`config.mk`:
```
export PLATFORM = sky130hd
export DESIGN_NAME = led_port
export DESIGN_NICKNAME = d
export VERILOG_FILES = /design/src/common/n4_sys_config.svh /design/src/common/n4_sys_pkg.sv /design/src/led_port.sv
export SDC_FILE = /design/constraint.sdc
export NUM_CORES = 1
export LEC_CHECK = 0
export BUFFER_PORTS_ARGS = -buffer_cell sky130_fd_sc_hd__clkbuf_2
export CAP_MARGIN = 20
export CORE_MARGIN = 8
export CORE_UTILIZATION = 44
export CTS_CLUSTER_DIAMETER = 150
export CTS_CLUSTER_SIZE = 25
export DETAILED_ROUTE_END_ITERATION = 7
export PLACE_DENSITY = 0.8
export SLEW_MARGIN = 15
export SYNTH_ARGS = -nofsm -noshare
export SYNTH_HDL_FRONTEND = slang
export SYNTH_SLANG_ARGS = --single-unit
```
`constraint.sdc`:
```
create_clock -name cpu_clk -period 1.2 [get_ports cpu_clk]
set_clock_uncertainty 0.05 [all_clocks]
set_input_delay 0.18 -clock cpu_clk [delete_from_list [all_inputs] [get_ports cpu_clk]]
set_output_delay 0.18 -clock cpu_clk [all_outputs]
set_load 0.02 [all_outputs]
```
`src/common/n4_sys_config.svh`:
```
// n4_sys configuration: address map, stack RAM sizing, wait states and audio timing
`ifndef N4_SYS_CONFIG_SVH
`define N4_SYS_CONFIG_SVH

// ====================
// Address map
// ====================

// Stack RAM decodes on the top 12 address bits
`define STACK_BASE_HI 12'hFF4

// I/O blocks decode on the top 28 address bits
`define LED_BASE      28'hFFDC060
`define RAND_BASE     28'hFFDC0C0
`define AUDIO_BASE    28'hFFDC070

// Returned for reads that hit no slave
`define UNMAPPED_DATA 16'hFFFF

// ====================
// Stack RAM
// ====================

// Depth in 16-bit words
`define STACK_WORDS   1024

// Cycles from strobe to acknowledge
`define STACK_WAIT    3

// ====================
// Audio
// ====================

// cpu_clk cycles per I2S bit clock
`define AUD_BCLK_DIV  4

`endif

```
`src/common/n4_sys_pkg.sv`:
```
// n4_sys shared types: internal bus request, slave response and decoded region
package n4_sys_pkg;

	// ====================
	// Bus request
	// ====================

	// One request is broadcast to every slave
	typedef struct packed {
		logic [31:0] addr;
		logic [15:0] wdata;
		// Bit 1 is the upper byte lane
		logic [1:0]  sel;
		logic        we;
		logic        stb;
	} bus_req_t;

	// ====================
	// Slave response
	// ====================

	// ack stays high while cs and stb are held
	typedef struct packed {
		logic        ack;
		logic [15:0] rdata;
	} slave_rsp_t;

	// ====================
	// Decoded target
	// ====================

	typedef enum logic [2:0] {
		REG_NONE,
		REG_STACK,
		REG_LED,
		REG_RAND,
		REG_AUDIO
	} region_e;

endpackage

```
`src/led_port.sv`:
```
// LED and switch port: LED register, switch read-back and button-selected address view
`timescale 1ns/1ps

module led_port import n4_sys_pkg::*; (
	input  logic       cpu_clk,
	input  logic       rst,
	input  logic       cs_i,
	input  bus_req_t   req_i,
	output slave_rsp_t rsp_o,
	input  logic [7:0] sw_i,
	input  logic       btn_d_i,
	input  logic       btn_r_i,
	input  logic       btn_l_i,
	output logic [7:0] led_o
);

	logic [7:0]  led_q;
	logic [31:0] addr_q;
	logic        ack_q;
	logic        active;

	assign active = cs_i & req_i.stb;

	always_ff @(posedge cpu_clk) begin
		if (rst) begin
			ack_q  <= 1'b0;
			led_q  <= '0;
			addr_q <= '0;
		end else begin
			ack_q <= active;
			if (active && !ack_q && req_i.we) begin
				led_q <= req_i.wdata[7:0];
			end
			// Any strobed cycle, not just ours
			if (req_i.stb) begin
				addr_q <= req_i.addr;
			end
		end
	end

	assign rsp_o.ack   = ack_q;
	assign rsp_o.rdata = {8'h00, sw_i};

	// Buttons override the LED register, d first
	assign led_o = btn_d_i ? addr_q[23:16] :
	               btn_r_i ? addr_q[15:8]  :
	               btn_l_i ? addr_q[7:0]   :
	               led_q;

endmodule

```
# Yosys cells after proc, flatten, opt, wreduce, memory -nomap -nowiden
# Cells that the tools add are included.
# op_classes
n_mux,3
bitwise_logic,1
reduce_logical,3
# ops
cell,n
2-to-1 mux 8 bit,3
logical AND 1 bit,2
AND 1 bit,1
zero test 1 bit,1
# word_totals
ff_bits,33
in_bits,66

# Logic depth before layout (Yosys ltp)
# Gate-level depths: netlist of run 1.
# depth
ltp_word,3
mapped_depth,4

# Least setup slack after synthesis of run 1
# OpenSTA, ideal clock, no wires.
# synth_path
path_type,input to output
from,input port btn_d_i
to,output port led_o[0]
arrival_ns,1.115
t_required_ns,0.970
path_slack_ns,-0.145
stages,3
path_buffers,2
cell_sequence,buf_2 buf_4 a221oi_1
# synth_via
elab_chain_cells,1
# synth_rtl
element,line,source
start: declaration,led_port.sv:11,"input logic btn_d_i,"
2-to-1 mux 8 bit,led_port.sv:45,assign led_o = btn_d_i ? addr_q[23:16] :
end: declaration,led_port.sv:14,output logic [7:0] led_o
# Every way passes these cells.

# Worst setup path after layout of run 1
# layout_path
from,register led_q[7]
to,output port led_o[7]
# layout_via
elab_chain_cells,3
# layout_rtl
element,line,source
start: declaration,led_port.sv:17,logic [7:0] led_q;
start signal: assignment,led_port.sv:32,led_q <= req_i.wdata[7:0];
2-to-1 mux 8 bit,led_port.sv:47,btn_l_i ? addr_q[7:0] :
2-to-1 mux 8 bit,led_port.sv:46,btn_r_i ? addr_q[15:8] :
2-to-1 mux 8 bit,led_port.sv:45,
# Every way passes these cells.

==> flow_metrics.py, run 1 <==
metrics = {
    "status": {
        "status": "finished with violations",
        "violations": "negative setup slack",
    },
    "placement": {
        "port_buffers": 48,
        "dp_hpwl_um": 2750,
        "place_area_mm2": 0.00188,
        "gp_congestion": 0.711,
    },
    "synth": {
        "ys.flop_type": "dfxtp_1",
        "ys_warn_count": 0,
        "avgSynthCellArea_um2": 9.64,
        "synth_edf_count": 0,
        "async_flop_share_pct": 0,
        "synth_common_cells": "mux2i_1, dfxtp_1, nor2_1",
        "synth.ff_latch_count": 33,
        "mappedNetlistArea_mm2": 0.00164,
        "synth_top_area_share_pct": 40.3,
        "synth_area_leaders": "dfxtp_1, mux2i_1, buf_4",
        "postSynthCellCount": 170,
        "seq_area_frac_synth_pct": 40.3,
        "synth.distinct_cells": 14,
        "synth.most_common_cell": "mux2i_1",
        "yosysTopAreaCell": "dfxtp_1",
    },
    "clock_tree": {
        "cts-root-buf": "clkbuf_8",
        "clkLatencyLatePin_ps": 280,
        "htree_levels": 2,
        "cts_buffers": 5,
        "cts_tree": "done",
        "clk_pin_slew_ps": 60,
        "numClockSinks": 33,
        "holdBufCountCts": 0,
        "cts_buffer_depth": 2,
    },
    "global_route": {
        "antenna_found_initial": 0,
        "grt_pass1_vias": 1237,
        "grt_max_degree": 26,
        "grt_pass1_wl_um": 5870,
        "grt.overflow.total": 0,
        "grt_util_all_layers_pct": 12.1,
    },
    "setup_path": {
        "cp_top_family": "flip-flops",
        "cpMaxStageDelayCell": "dfxtp_2",
        "setup.worst_path.end_class": "output port",
        "crit_type": "reg -> out",
        "path_cells": "mux2i_1 > a221oi_2 > buf_4",
        "max_stage_delay_ps": 330,
        "start_kind": "register",
        "cp.arrival_ps": 1160,
        "critPathMaxFanout": 2,
        "path_buf_inv": 1,
        "cp.required_ps": 970,
    },
    "cells_and_area": {
        "drive_above_1_share_pct": 41.0,
        "multi_input_area_um2": 810,
        "n_fill_cell": 359,
        "design_area_mm2": 0.00206,
        "num_antenna_cells": 0,
        "area_growth_syn_to_layout_pct": 25.8,
        "seq_area_um2": 681,
        "fin_nets": 283,
    },
    "routing": {
        "first_pass_iters": 4,
        "num_vias": 1247,
        "drtAntennaViolNets": 0,
        "wl_per_cell_um": 13.6,
        "first_iter_violations": 61,
        "drc": 0,
        "routed_wl_um": 3610,
        "vias_per_cell": 4.71,
    },
    "sta": {
        "finalCritPeriodShare_pct": 116,
        "drv_slew": 0,
        "min_period_ps": 1390,
        "max_freq_mhz": 718,
        "worst_slack_ps": -192,
        "hold_viol": 0,
        "finalSetupViolCount": 8,
        "rsz0062_at_grt": "yes",
    },
    "floorplan": {
        "ios": 91,
        "die_x_um": 77.0,
        "coreArea_mm2": 0.00363,
        "die_y_um": 77.0,
        "fp.dieArea_mm2": 0.00593,
        "initial_core_util_pct": 45.1,
        "rows": 22,
    },
    "worst_hold_path": {
        "hold_path.class": "in -> reg",
    },
    "power_and_ir_drop": {
        "peakVddDrop_mv": 0.736,
        "p_sw_share_pct": 25.6,
        "total_power_mw": 2.47,
        "intPower_mw": 1.84,
        "p_clk_share_pct": 33.6,
        "p_per_area_mw_per_mm2": 1200,
        "p_leak_nw": 0.970,
        "power_frac_seq_pct": 48.1,
        "net-switching-power_uw": 631,
        "power_frac_comb_pct": 18.3,
    },
    "job": {
        "cap_violations": 0,
    },
}
==> registers in the layout, summed over array words and instances (netlist names) <==
register / cells
ack_q: 1
addr_q: 24
led_q: 8
==> path summary, 6_finish.rpt <==
kind	slack (ps)	depth (start not counted)	from	end
max reg2reg	140	3	ack_q	led_q[2]
max	-190	3	led_q[7]	led_o[7]
min reg2reg	430	2	led_q[5]	led_q[5]
min	70	3	cs_i	ack_q
==> cells in the final DEF, fill, tap and decap left out, drive strengths merged <==
master	synthesis	layout
dfxtp	33	33
nand2b	16	16
mux2i	40	40
buf	26	21
and4b	1	1
clkbuf	2	47
nand2	1	1
a221oi	8	8
nor2	26	26
inv	8	8
conb	1	8
nor3b	8	8
==> per-stage QoR <==
| stage | TNS (ps) | cells | hold WS [ps] | setup WS, ps | utilization (%) |
|---|---|---|---|---|---|
| after global routing | -1770 | 265 | 65.0 | -249 | 56.7 |
| after floorplan | -1160 | 177 | 252 | -145 | - |
| after detailed placement | -921 | 255 | 310 | -141 | 51.6 |
| final | -1310 | 265 | 68.3 | -192 | 56.7 |
| after global placement | -879 | 255 | 310 | -131 | 51.6 |
| after CTS | -1830 | 264 | 49.9 | -258 | 55.9 |
==> cell families (layout without fill, tap and decap cells) <==
kind of cell / after synthesis / in the layout / share of synthesized area, %
simple gates: 52 / 52 / 16.6
mux: 40 / 40 / 24.4
buf+inv: 36 / 76 / 14.2
flops: 33 / 33 / 40.3
compound gates: 8 / 8 / 4.27
other cells: 1 / 8 / 0.229
==> worst min-delay path, cell delays in order <==
cell and delay, ps:
clkbuf_2 90, nand2_1 60, nor2_1 40
==> repair_timing <==
item	4_1_cts	5_1_grt
setup buffers	2	1
setup endpoints to repair	8	8
pin swaps	7	0
gates resized for setup	26	12
==> metal layers <==
layer	track usage [%]	share of wire (%)	up-vias
met4	4.53	1.2	0
met3	7.11	9.2	6
met1	14.1	46	566
met5	0	0	-
li1	-	-	636
met2	17.9	44	39
==> final cells by class <==
type	instances	area share, %
Timing Repair Buffer	61	19.2
Clock buffer	7	4.19
Sequential cell	33	33.0
Inverter	8	1.46
Multi-Input combinational cell	108	39.3
Tap cell	48	2.91
==> power groups by stage <==
stage | sequential, mW | combinational [mW] | clock (mW)
2_1_floorplan | 1.20 | 0.326 | 0
3_3_place_gp | 1.21 | 0.402 | 0
3_5_place_dp | 1.21 | 0.409 | 0
4_1_cts | 1.19 | 0.433 | 0.861
5_1_grt | 1.19 | 0.487 | 0.909
6_report | 1.19 | 0.451 | 0.830
Note: power is estimated with default switching activity, not from simulation.
==> inputs of run 2 (changes only) <==
--- a/config.mk
+++ b/config.mk
@@ -5,6 +5,7 @@
 export SDC_FILE = /design/constraint.sdc
 export NUM_CORES = 1
 export LEC_CHECK = 0
+export ABC_AREA = 1
 export BUFFER_PORTS_ARGS = -buffer_cell sky130_fd_sc_hd__clkbuf_2
 export CAP_MARGIN = 20
 export CORE_MARGIN = 8
@@ -12,7 +13,8 @@
 export CTS_CLUSTER_DIAMETER = 150
 export CTS_CLUSTER_SIZE = 25
 export DETAILED_ROUTE_END_ITERATION = 7
-export PLACE_DENSITY = 0.8
+export PLACE_DENSITY = 0.81
+export SKIP_LAST_GASP = 1
 export SLEW_MARGIN = 15
 export SYNTH_ARGS = -nofsm -noshare
 export SYNTH_HDL_FRONTEND = slang
==> constraint.sdc (replaced) <==
create_clock -name cpu_clk -period 1.2 [get_ports cpu_clk]
set_clock_uncertainty 0.05 [all_clocks]
set_input_delay 0.12 -clock cpu_clk [delete_from_list [all_inputs] [get_ports cpu_clk]]
set_output_delay 0.12 -clock cpu_clk [all_outputs]
set_load 0.02 [all_outputs]
==> run 2 against run 1 <==
Against the previous run:
- first-iteration DRC count grew 21%
- largest cell class unchanged
- critical path type unchanged
- total power grew 0.44%
- fmax grew 15%
- synthesized area shrank 1.5%
- clock-buffer cell count grew 1
- core utilization grew 0.95 points
- the run still ends with negative setup slack left
- synthesized cell count grew 47%
- critical path depth grew 2
- die area shrank 1.2%
- hold slack lost 59 ps
==> flow_metrics.py, run 2 <==
metrics = {
    "status": {
        "status": "finished with violations",
        "violations": "negative setup slack",
    },
    "routing": {
        "first_pass_iters": 4,
        "num_vias": 1578,
        "drc": 0,
        "vias_per_cell": 4.63,
        "first_iter_violations": 74,
        "drtAntennaViolNets": 0,
        "wl_per_cell_um": 11.6,
        "routed_wl_um": 3950,
    },
    "synth": {
        "synth.ff_latch_count": 33,
        "postSynthCellCount": 250,
        "mappedNetlistArea_mm2": 0.00161,
        "synth_edf_count": 0,
        "synth_area_leaders": "dfxtp_1, nor2_1, nand2_1",
        "synth.most_common_cell": "nor2_1",
        "ys.flop_type": "dfxtp_1",
        "ys_warn_count": 0,
        "async_flop_share_pct": 0,
        "yosysTopAreaCell": "dfxtp_1",
        "synth_common_cells": "nor2_1, nand2_1, dfxtp_1",
        "seq_area_frac_synth_pct": 40.9,
        "avgSynthCellArea_um2": 6.46,
        "synth.distinct_cells": 14,
        "synth_top_area_share_pct": 40.9,
    },
    "clock_tree": {
        "cts_buffer_depth": 2,
        "htree_levels": 2,
        "cts-root-buf": "clkbuf_8",
        "cts_setup_buffers": 0,
        "numClockSinks": 33,
        "clkLatencyLatePin_ps": 280,
        "cts_buffers": 5,
        "cts_tree": "done",
        "clk_pin_slew_ps": 60,
    },
    "sta": {
        "min_period_ps": 1220,
        "worst_slack_ps": -15.4,
        "max_freq_mhz": 823,
        "finalCritPeriodShare_pct": 101,
        "tns_ps": -15.4,
        "hold_viol": 0,
        "rsz0062_at_grt": "yes",
        "finalSetupViolCount": 1,
        "drv_slew": 0,
    },
    "setup_path": {
        "setup.worst_path.end_class": "output port",
        "critPathMaxFanout": 2,
        "crit_type": "reg -> out",
        "cp.required_ps": 1030,
        "start_kind": "register",
        "cp.arrival_ps": 1050,
    },
    "floorplan": {
        "fp.dieArea_mm2": 0.00586,
        "coreArea_mm2": 0.00361,
        "initial_core_util_pct": 44.8,
        "die_y_um": 76.6,
        "rows": 22,
        "ios": 91,
        "die_x_um": 76.6,
    },
    "global_route": {
        "grt_util_all_layers_pct": 13.8,
        "grt_pass1_vias": 1506,
        "grt_pass1_wl_um": 6690,
        "grt_max_degree": 33,
        "antenna_found_initial": 0,
        "grt.overflow.total": 0,
    },
    "power_and_ir_drop": {
        "p_leak_nw": 1.05,
        "peakVddDrop_mv": 0.693,
        "p_per_area_mw_per_mm2": 1190,
    },
    "cells_and_area": {
        "design_area_mm2": 0.00208,
        "num_antenna_cells": 0,
        "n_fill_cell": 362,
        "drive_above_1_share_pct": 34.5,
        "final_cell_mix": "nor2_1, clkbuf_2, nand2_1, o21ai_0, dfxtp_2",
        "fin_nets": 358,
        "mostFrequentLayoutCell": "nor2_1",
        "area_growth_syn_to_layout_pct": 28.9,
        "largest-register": "addr_q",
        "largestRegisters": "addr_q x24, led_q x8, ack_q x1",
        "largest_reg_flops": 24,
    },
    "placement": {
        "dp_hpwl_um": 2860,
        "dp_worst_setup_slack_ps": 153,
        "gp_congestion": 0.833,
        "place_area_mm2": 0.00181,
        "port_buffers": 48,
    },
    "job": {
        "cap_violations": 0,
    },
    "worst_hold_path": {
        "hold_path.class": "in -> reg",
    },
}
==> run 2: changes by cell type in the layout (fill, tap and decap cells not counted), moves of 5 or more <==
cell      delta
dfxtp_2      +5
nor3b_1      -8
nand3_1     +12
nand2_1     +36
a221oi_2     -6
nor2_1      +54
buf_4       -15
nand2_2     +12
dfxtp_1      -5
mux2i_1     -40
nand2b_1    -16
o21ai_0     +24
inv_1        +5
==> run 2: power breakdown <==
part           internal (mW)  switching (mW)  total, mW  leakage, nW
sequential              1.18          0.0373       1.21        0.280
clock                  0.411           0.374      0.785       0.0395
combinational          0.213           0.270      0.483        0.729
total                   1.80           0.681       2.48         1.05
==> run 2: routing by layer <==
metal	vias to the layer above	track usage [%]	part of all wire, %
met1	696	14.5	42
li1	827	-	-
met4	0	5.00	1.5
met5	-	0	0
met3	5	6.49	7.1
met2	50	23.4	49
==> run 2: timing repair <==
item | in CTS | in global routing
endpoints found under the setup margin | 8 | 25
hold buffers | 3 | 0
hold endpoints to repair | 3 | 0
pin swaps | 9 | 9
gates resized for setup | 34 | 25
==> run 2: worst paths after layout <==
check	start	to	slack, ps	depth (start not counted)
worst max-delay path	led_q[0]	led_o[0]	-20	5
worst max register to register	ack_q	led_q[6]	270	5
worst min register to register	led_q[0]	led_q[0]	430	2
worst min-delay path	req_i[26]	addr_q[6]	9	3
==> run 2: metrics by stage <==
stage,utilization (%),total power [mW],instances,hold slack (ps)
floorplan,-,1.54,257,142
global placement,50.2,1.62,330,190
detailed placement,50.2,1.63,330,190
CTS,56.0,2.48,341,1.82
global route,57.7,2.61,341,4.32
finish,57.7,2.48,341,8.96
==> run 2: layout make-up <==
type / instances / area [um^2] / area share [%]
multi-input combinational: 181 / 800 / 38.4
sequential: 33 / 687 / 33.0
timing repair buffer: 56 / 398 / 19.1
clock buffer: 8 / 80.1 / 3.85
tap: 48 / 60.1 / 2.89
inverter: 15 / 56.3 / 2.71
==> run 2: logic make-up after synthesis <==
kind of cell           synth area share, %
DFF                                   40.9
buffers and inverters                 14.6
AOI/OAI and AO/OA                     7.44
and+or+nand+nor                       36.8
other                                0.232
==> run 2: worst max-delay path, stage by stage, from the launching register on <==
cell	delay [ps]
dfxtp_2	320
nand2_1	80
nand3_2	90
nand2_1	80
nand2_1	60
clkbuf_8	150
==> inputs of run 3 (changes only) <==
--- a/config.mk
+++ b/config.mk
@@ -9,11 +9,11 @@
 export BUFFER_PORTS_ARGS = -buffer_cell sky130_fd_sc_hd__clkbuf_2
 export CAP_MARGIN = 20
 export CORE_MARGIN = 8
-export CORE_UTILIZATION = 44
+export CORE_UTILIZATION = 40
 export CTS_CLUSTER_DIAMETER = 150
 export CTS_CLUSTER_SIZE = 25
 export DETAILED_ROUTE_END_ITERATION = 7
-export PLACE_DENSITY = 0.81
+export PLACE_DENSITY = 0.75
 export SKIP_LAST_GASP = 1
 export SLEW_MARGIN = 15
 export SYNTH_ARGS = -nofsm -noshare
==> run 3 against run 2 <==
Against the previous run:
- the flow still finishes with violations (negative setup slack)
- critical path type unchanged
- worst setup slack better by 3.3 ps
- combinational power is 2% lower
- first-iteration DRC count grew 93%
- clock power up 2%
- via count decreased by 1.8%
==> flow_metrics.py, run 3 (same netlist as run 2, synthesis figures left out) <==
metrics = {
    "status": {
        "status": "finished with violations",
        "violations": "negative setup slack",
    },
    "clock_tree": {
        "clk_pin_slew_ps": 60,
        "cts_buffer_depth": 2,
        "htree_levels": 2,
        "clkLatencyLatePin_ps": 290,
        "cts_buffers": 5,
        "cts_tree": "done",
        "cts_setup_buffers": 0,
        "cts-root-buf": "clkbuf_8",
        "numClockSinks": 33,
    },
    "setup_path": {
        "setup.worst_path.end_class": "output port",
        "cp.arrival_ps": 1040,
        "critPathMostFrequentCell": "nand2_2",
        "cp.required_ps": 1030,
        "crit_type": "reg -> out",
        "reg2reg_slack_ps": 280,
        "max_stage_delay_ps": 320,
        "path_cells": "nand2_2 > nand3_2 > nand2_2 > nand2_1 > clkbuf_8",
        "cpMaxStageDelayCell": "dfxtp_2",
        "start_kind": "register",
        "critPathMaxFanout": 2,
    },
    "floorplan": {
        "die_y_um": 79.5,
        "rows": 23,
        "die_x_um": 79.5,
        "initial_core_util_pct": 40.9,
        "coreArea_mm2": 0.00394,
        "ios": 91,
        "fp.dieArea_mm2": 0.00632,
    },
    "placement": {
        "gp_congestion": 0.847,
        "dp_worst_setup_slack_ps": 136,
        "port_buffers": 48,
        "dp_hpwl_um": 2930,
    },
    "sta": {
        "finalCritPeriodShare_pct": 101,
        "min_period_ps": 1210,
        "worst_slack_ps": -12.1,
        "finalSetupViolCount": 4,
        "hold_viol": 0,
        "max_freq_mhz": 825,
        "rsz0062_at_grt": "yes",
        "drv_slew": 0,
        "tns_ps": -28.1,
    },
    "cells_and_area": {
        "largest-register": "addr_q",
        "n_fill_cell": 415,
        "area_growth_syn_to_layout_pct": 27.8,
        "mostFrequentLayoutCell": "nor2_1",
        "final_cell_mix": "nor2_1, nand2_1, clkbuf_2, o21ai_0, dfxtp_2",
        "drive_above_1_share_pct": 31.1,
        "largest_reg_flops": 24,
        "num_antenna_cells": 0,
        "largestRegisters": "addr_q x24, led_q x8, ack_q x1",
        "fin_nets": 358,
    },
    "routing": {
        "wl_per_cell_um": 11.9,
        "routed_wl_um": 4080,
        "vias_per_cell": 4.52,
        "num_vias": 1550,
        "first_iter_violations": 143,
        "drc": 0,
        "first_pass_iters": 4,
        "drtAntennaViolNets": 0,
    },
    "power_and_ir_drop": {
        "p_leak_nw": 1.05,
        "p_per_area_mw_per_mm2": 1200,
        "peakVddDrop_mv": 0.794,
    },
    "global_route": {
        "grt_pass1_vias": 1494,
        "grt.overflow.total": 0,
        "grt_pass1_wl_um": 6450,
        "grt_util_all_layers_pct": 12.8,
        "antenna_found_initial": 0,
        "grt_max_degree": 33,
    },
    "job": {
        "cap_violations": 0,
    },
    "worst_hold_path": {
        "hold_path.class": "in -> reg",
    },
}
-- run 3: cell count changes in the layout (fill, tap and decap cells not counted), moves of 2 or more --
cell	change
nand2_1	+7
nand2_2	-7
buf_8	-3
clkbuf_8	+3
dfxtp_1	+3
dfxtp_2	-3
clkbuf_1	-2
clkinv_2	+2
-- run 3: per-stage QoR --
step,power (mW),cells,instance area (um^2),util (%),hold WS [ps]
after floorplan,1.54,257,1640,-,142
after global placement,1.63,332,1830,46.3,190
after detailed placement,1.64,332,1830,46.3,190
after CTS,2.50,343,2040,51.7,0.325
after global routing,2.62,343,2060,52.3,5.58
final,2.48,343,2060,52.3,3.36
-- run 3: area by class of cell --
cell class | instances | area [um^2] | share of cell area (%)
clock inverters | 2 | 10.0 | 0.485
multi-input cells | 181 | 774 | 37.6
flip-flops and latches | 33 | 683 | 33.1
inverters | 15 | 56.3 | 2.73
repair buffers | 56 | 403 | 19.5
clock buffers | 6 | 72.6 | 3.52
well taps | 50 | 62.6 | 3.03
-- run 3: repair_timing --
| action | CTS | global route |
|---|---|---|
| gates resized for setup | 33 | 10 |
| hold buffers | 3 | 0 |
| setup endpoints to repair | 8 | 8 |
| endpoints found under the hold margin | 3 | 0 |
| pin swaps | 6 | 3 |
-- run 3: where the power goes --
group | leakage (nW) | internal (mW) | total [mW] | switching, mW
clock | 0.0450 | 0.401 | 0.800 | 0.399
sequential | 0.279 | 1.17 | 1.21 | 0.0354
combinational | 0.726 | 0.209 | 0.473 | 0.265
total | 1.05 | 1.78 | 2.48 | 0.699
-- run 3: routing by layer --
metal / global-route usage [%] / up-vias / share of wire (%)
met3: 5.52 / 6 / 8.0
met5: 0 / - / 0
met2: 22.0 / 44 / 47
met1: 13.7 / 675 / 43
met4: 4.44 / 0 / 1.3
li1: - / 825 / -
-- run 3: path summary, 6_finish.rpt --
kind / startpoint / endpoint / cells past startpoint
max: led_q[1] / led_o[1] / 5
min: req_i[21] / addr_q[1] / 3
max reg2reg: ack_q / led_q[6] / 5
min reg2reg: led_q[3] / led_q[3] / 2
-- run 3: worst max-delay path, delay by kind of cell (launching register included) --
family	cells	cell delay [ps]
buffers and inverters	1	140
flip-flops	1	320
AND/OR/NAND/NOR	4	280
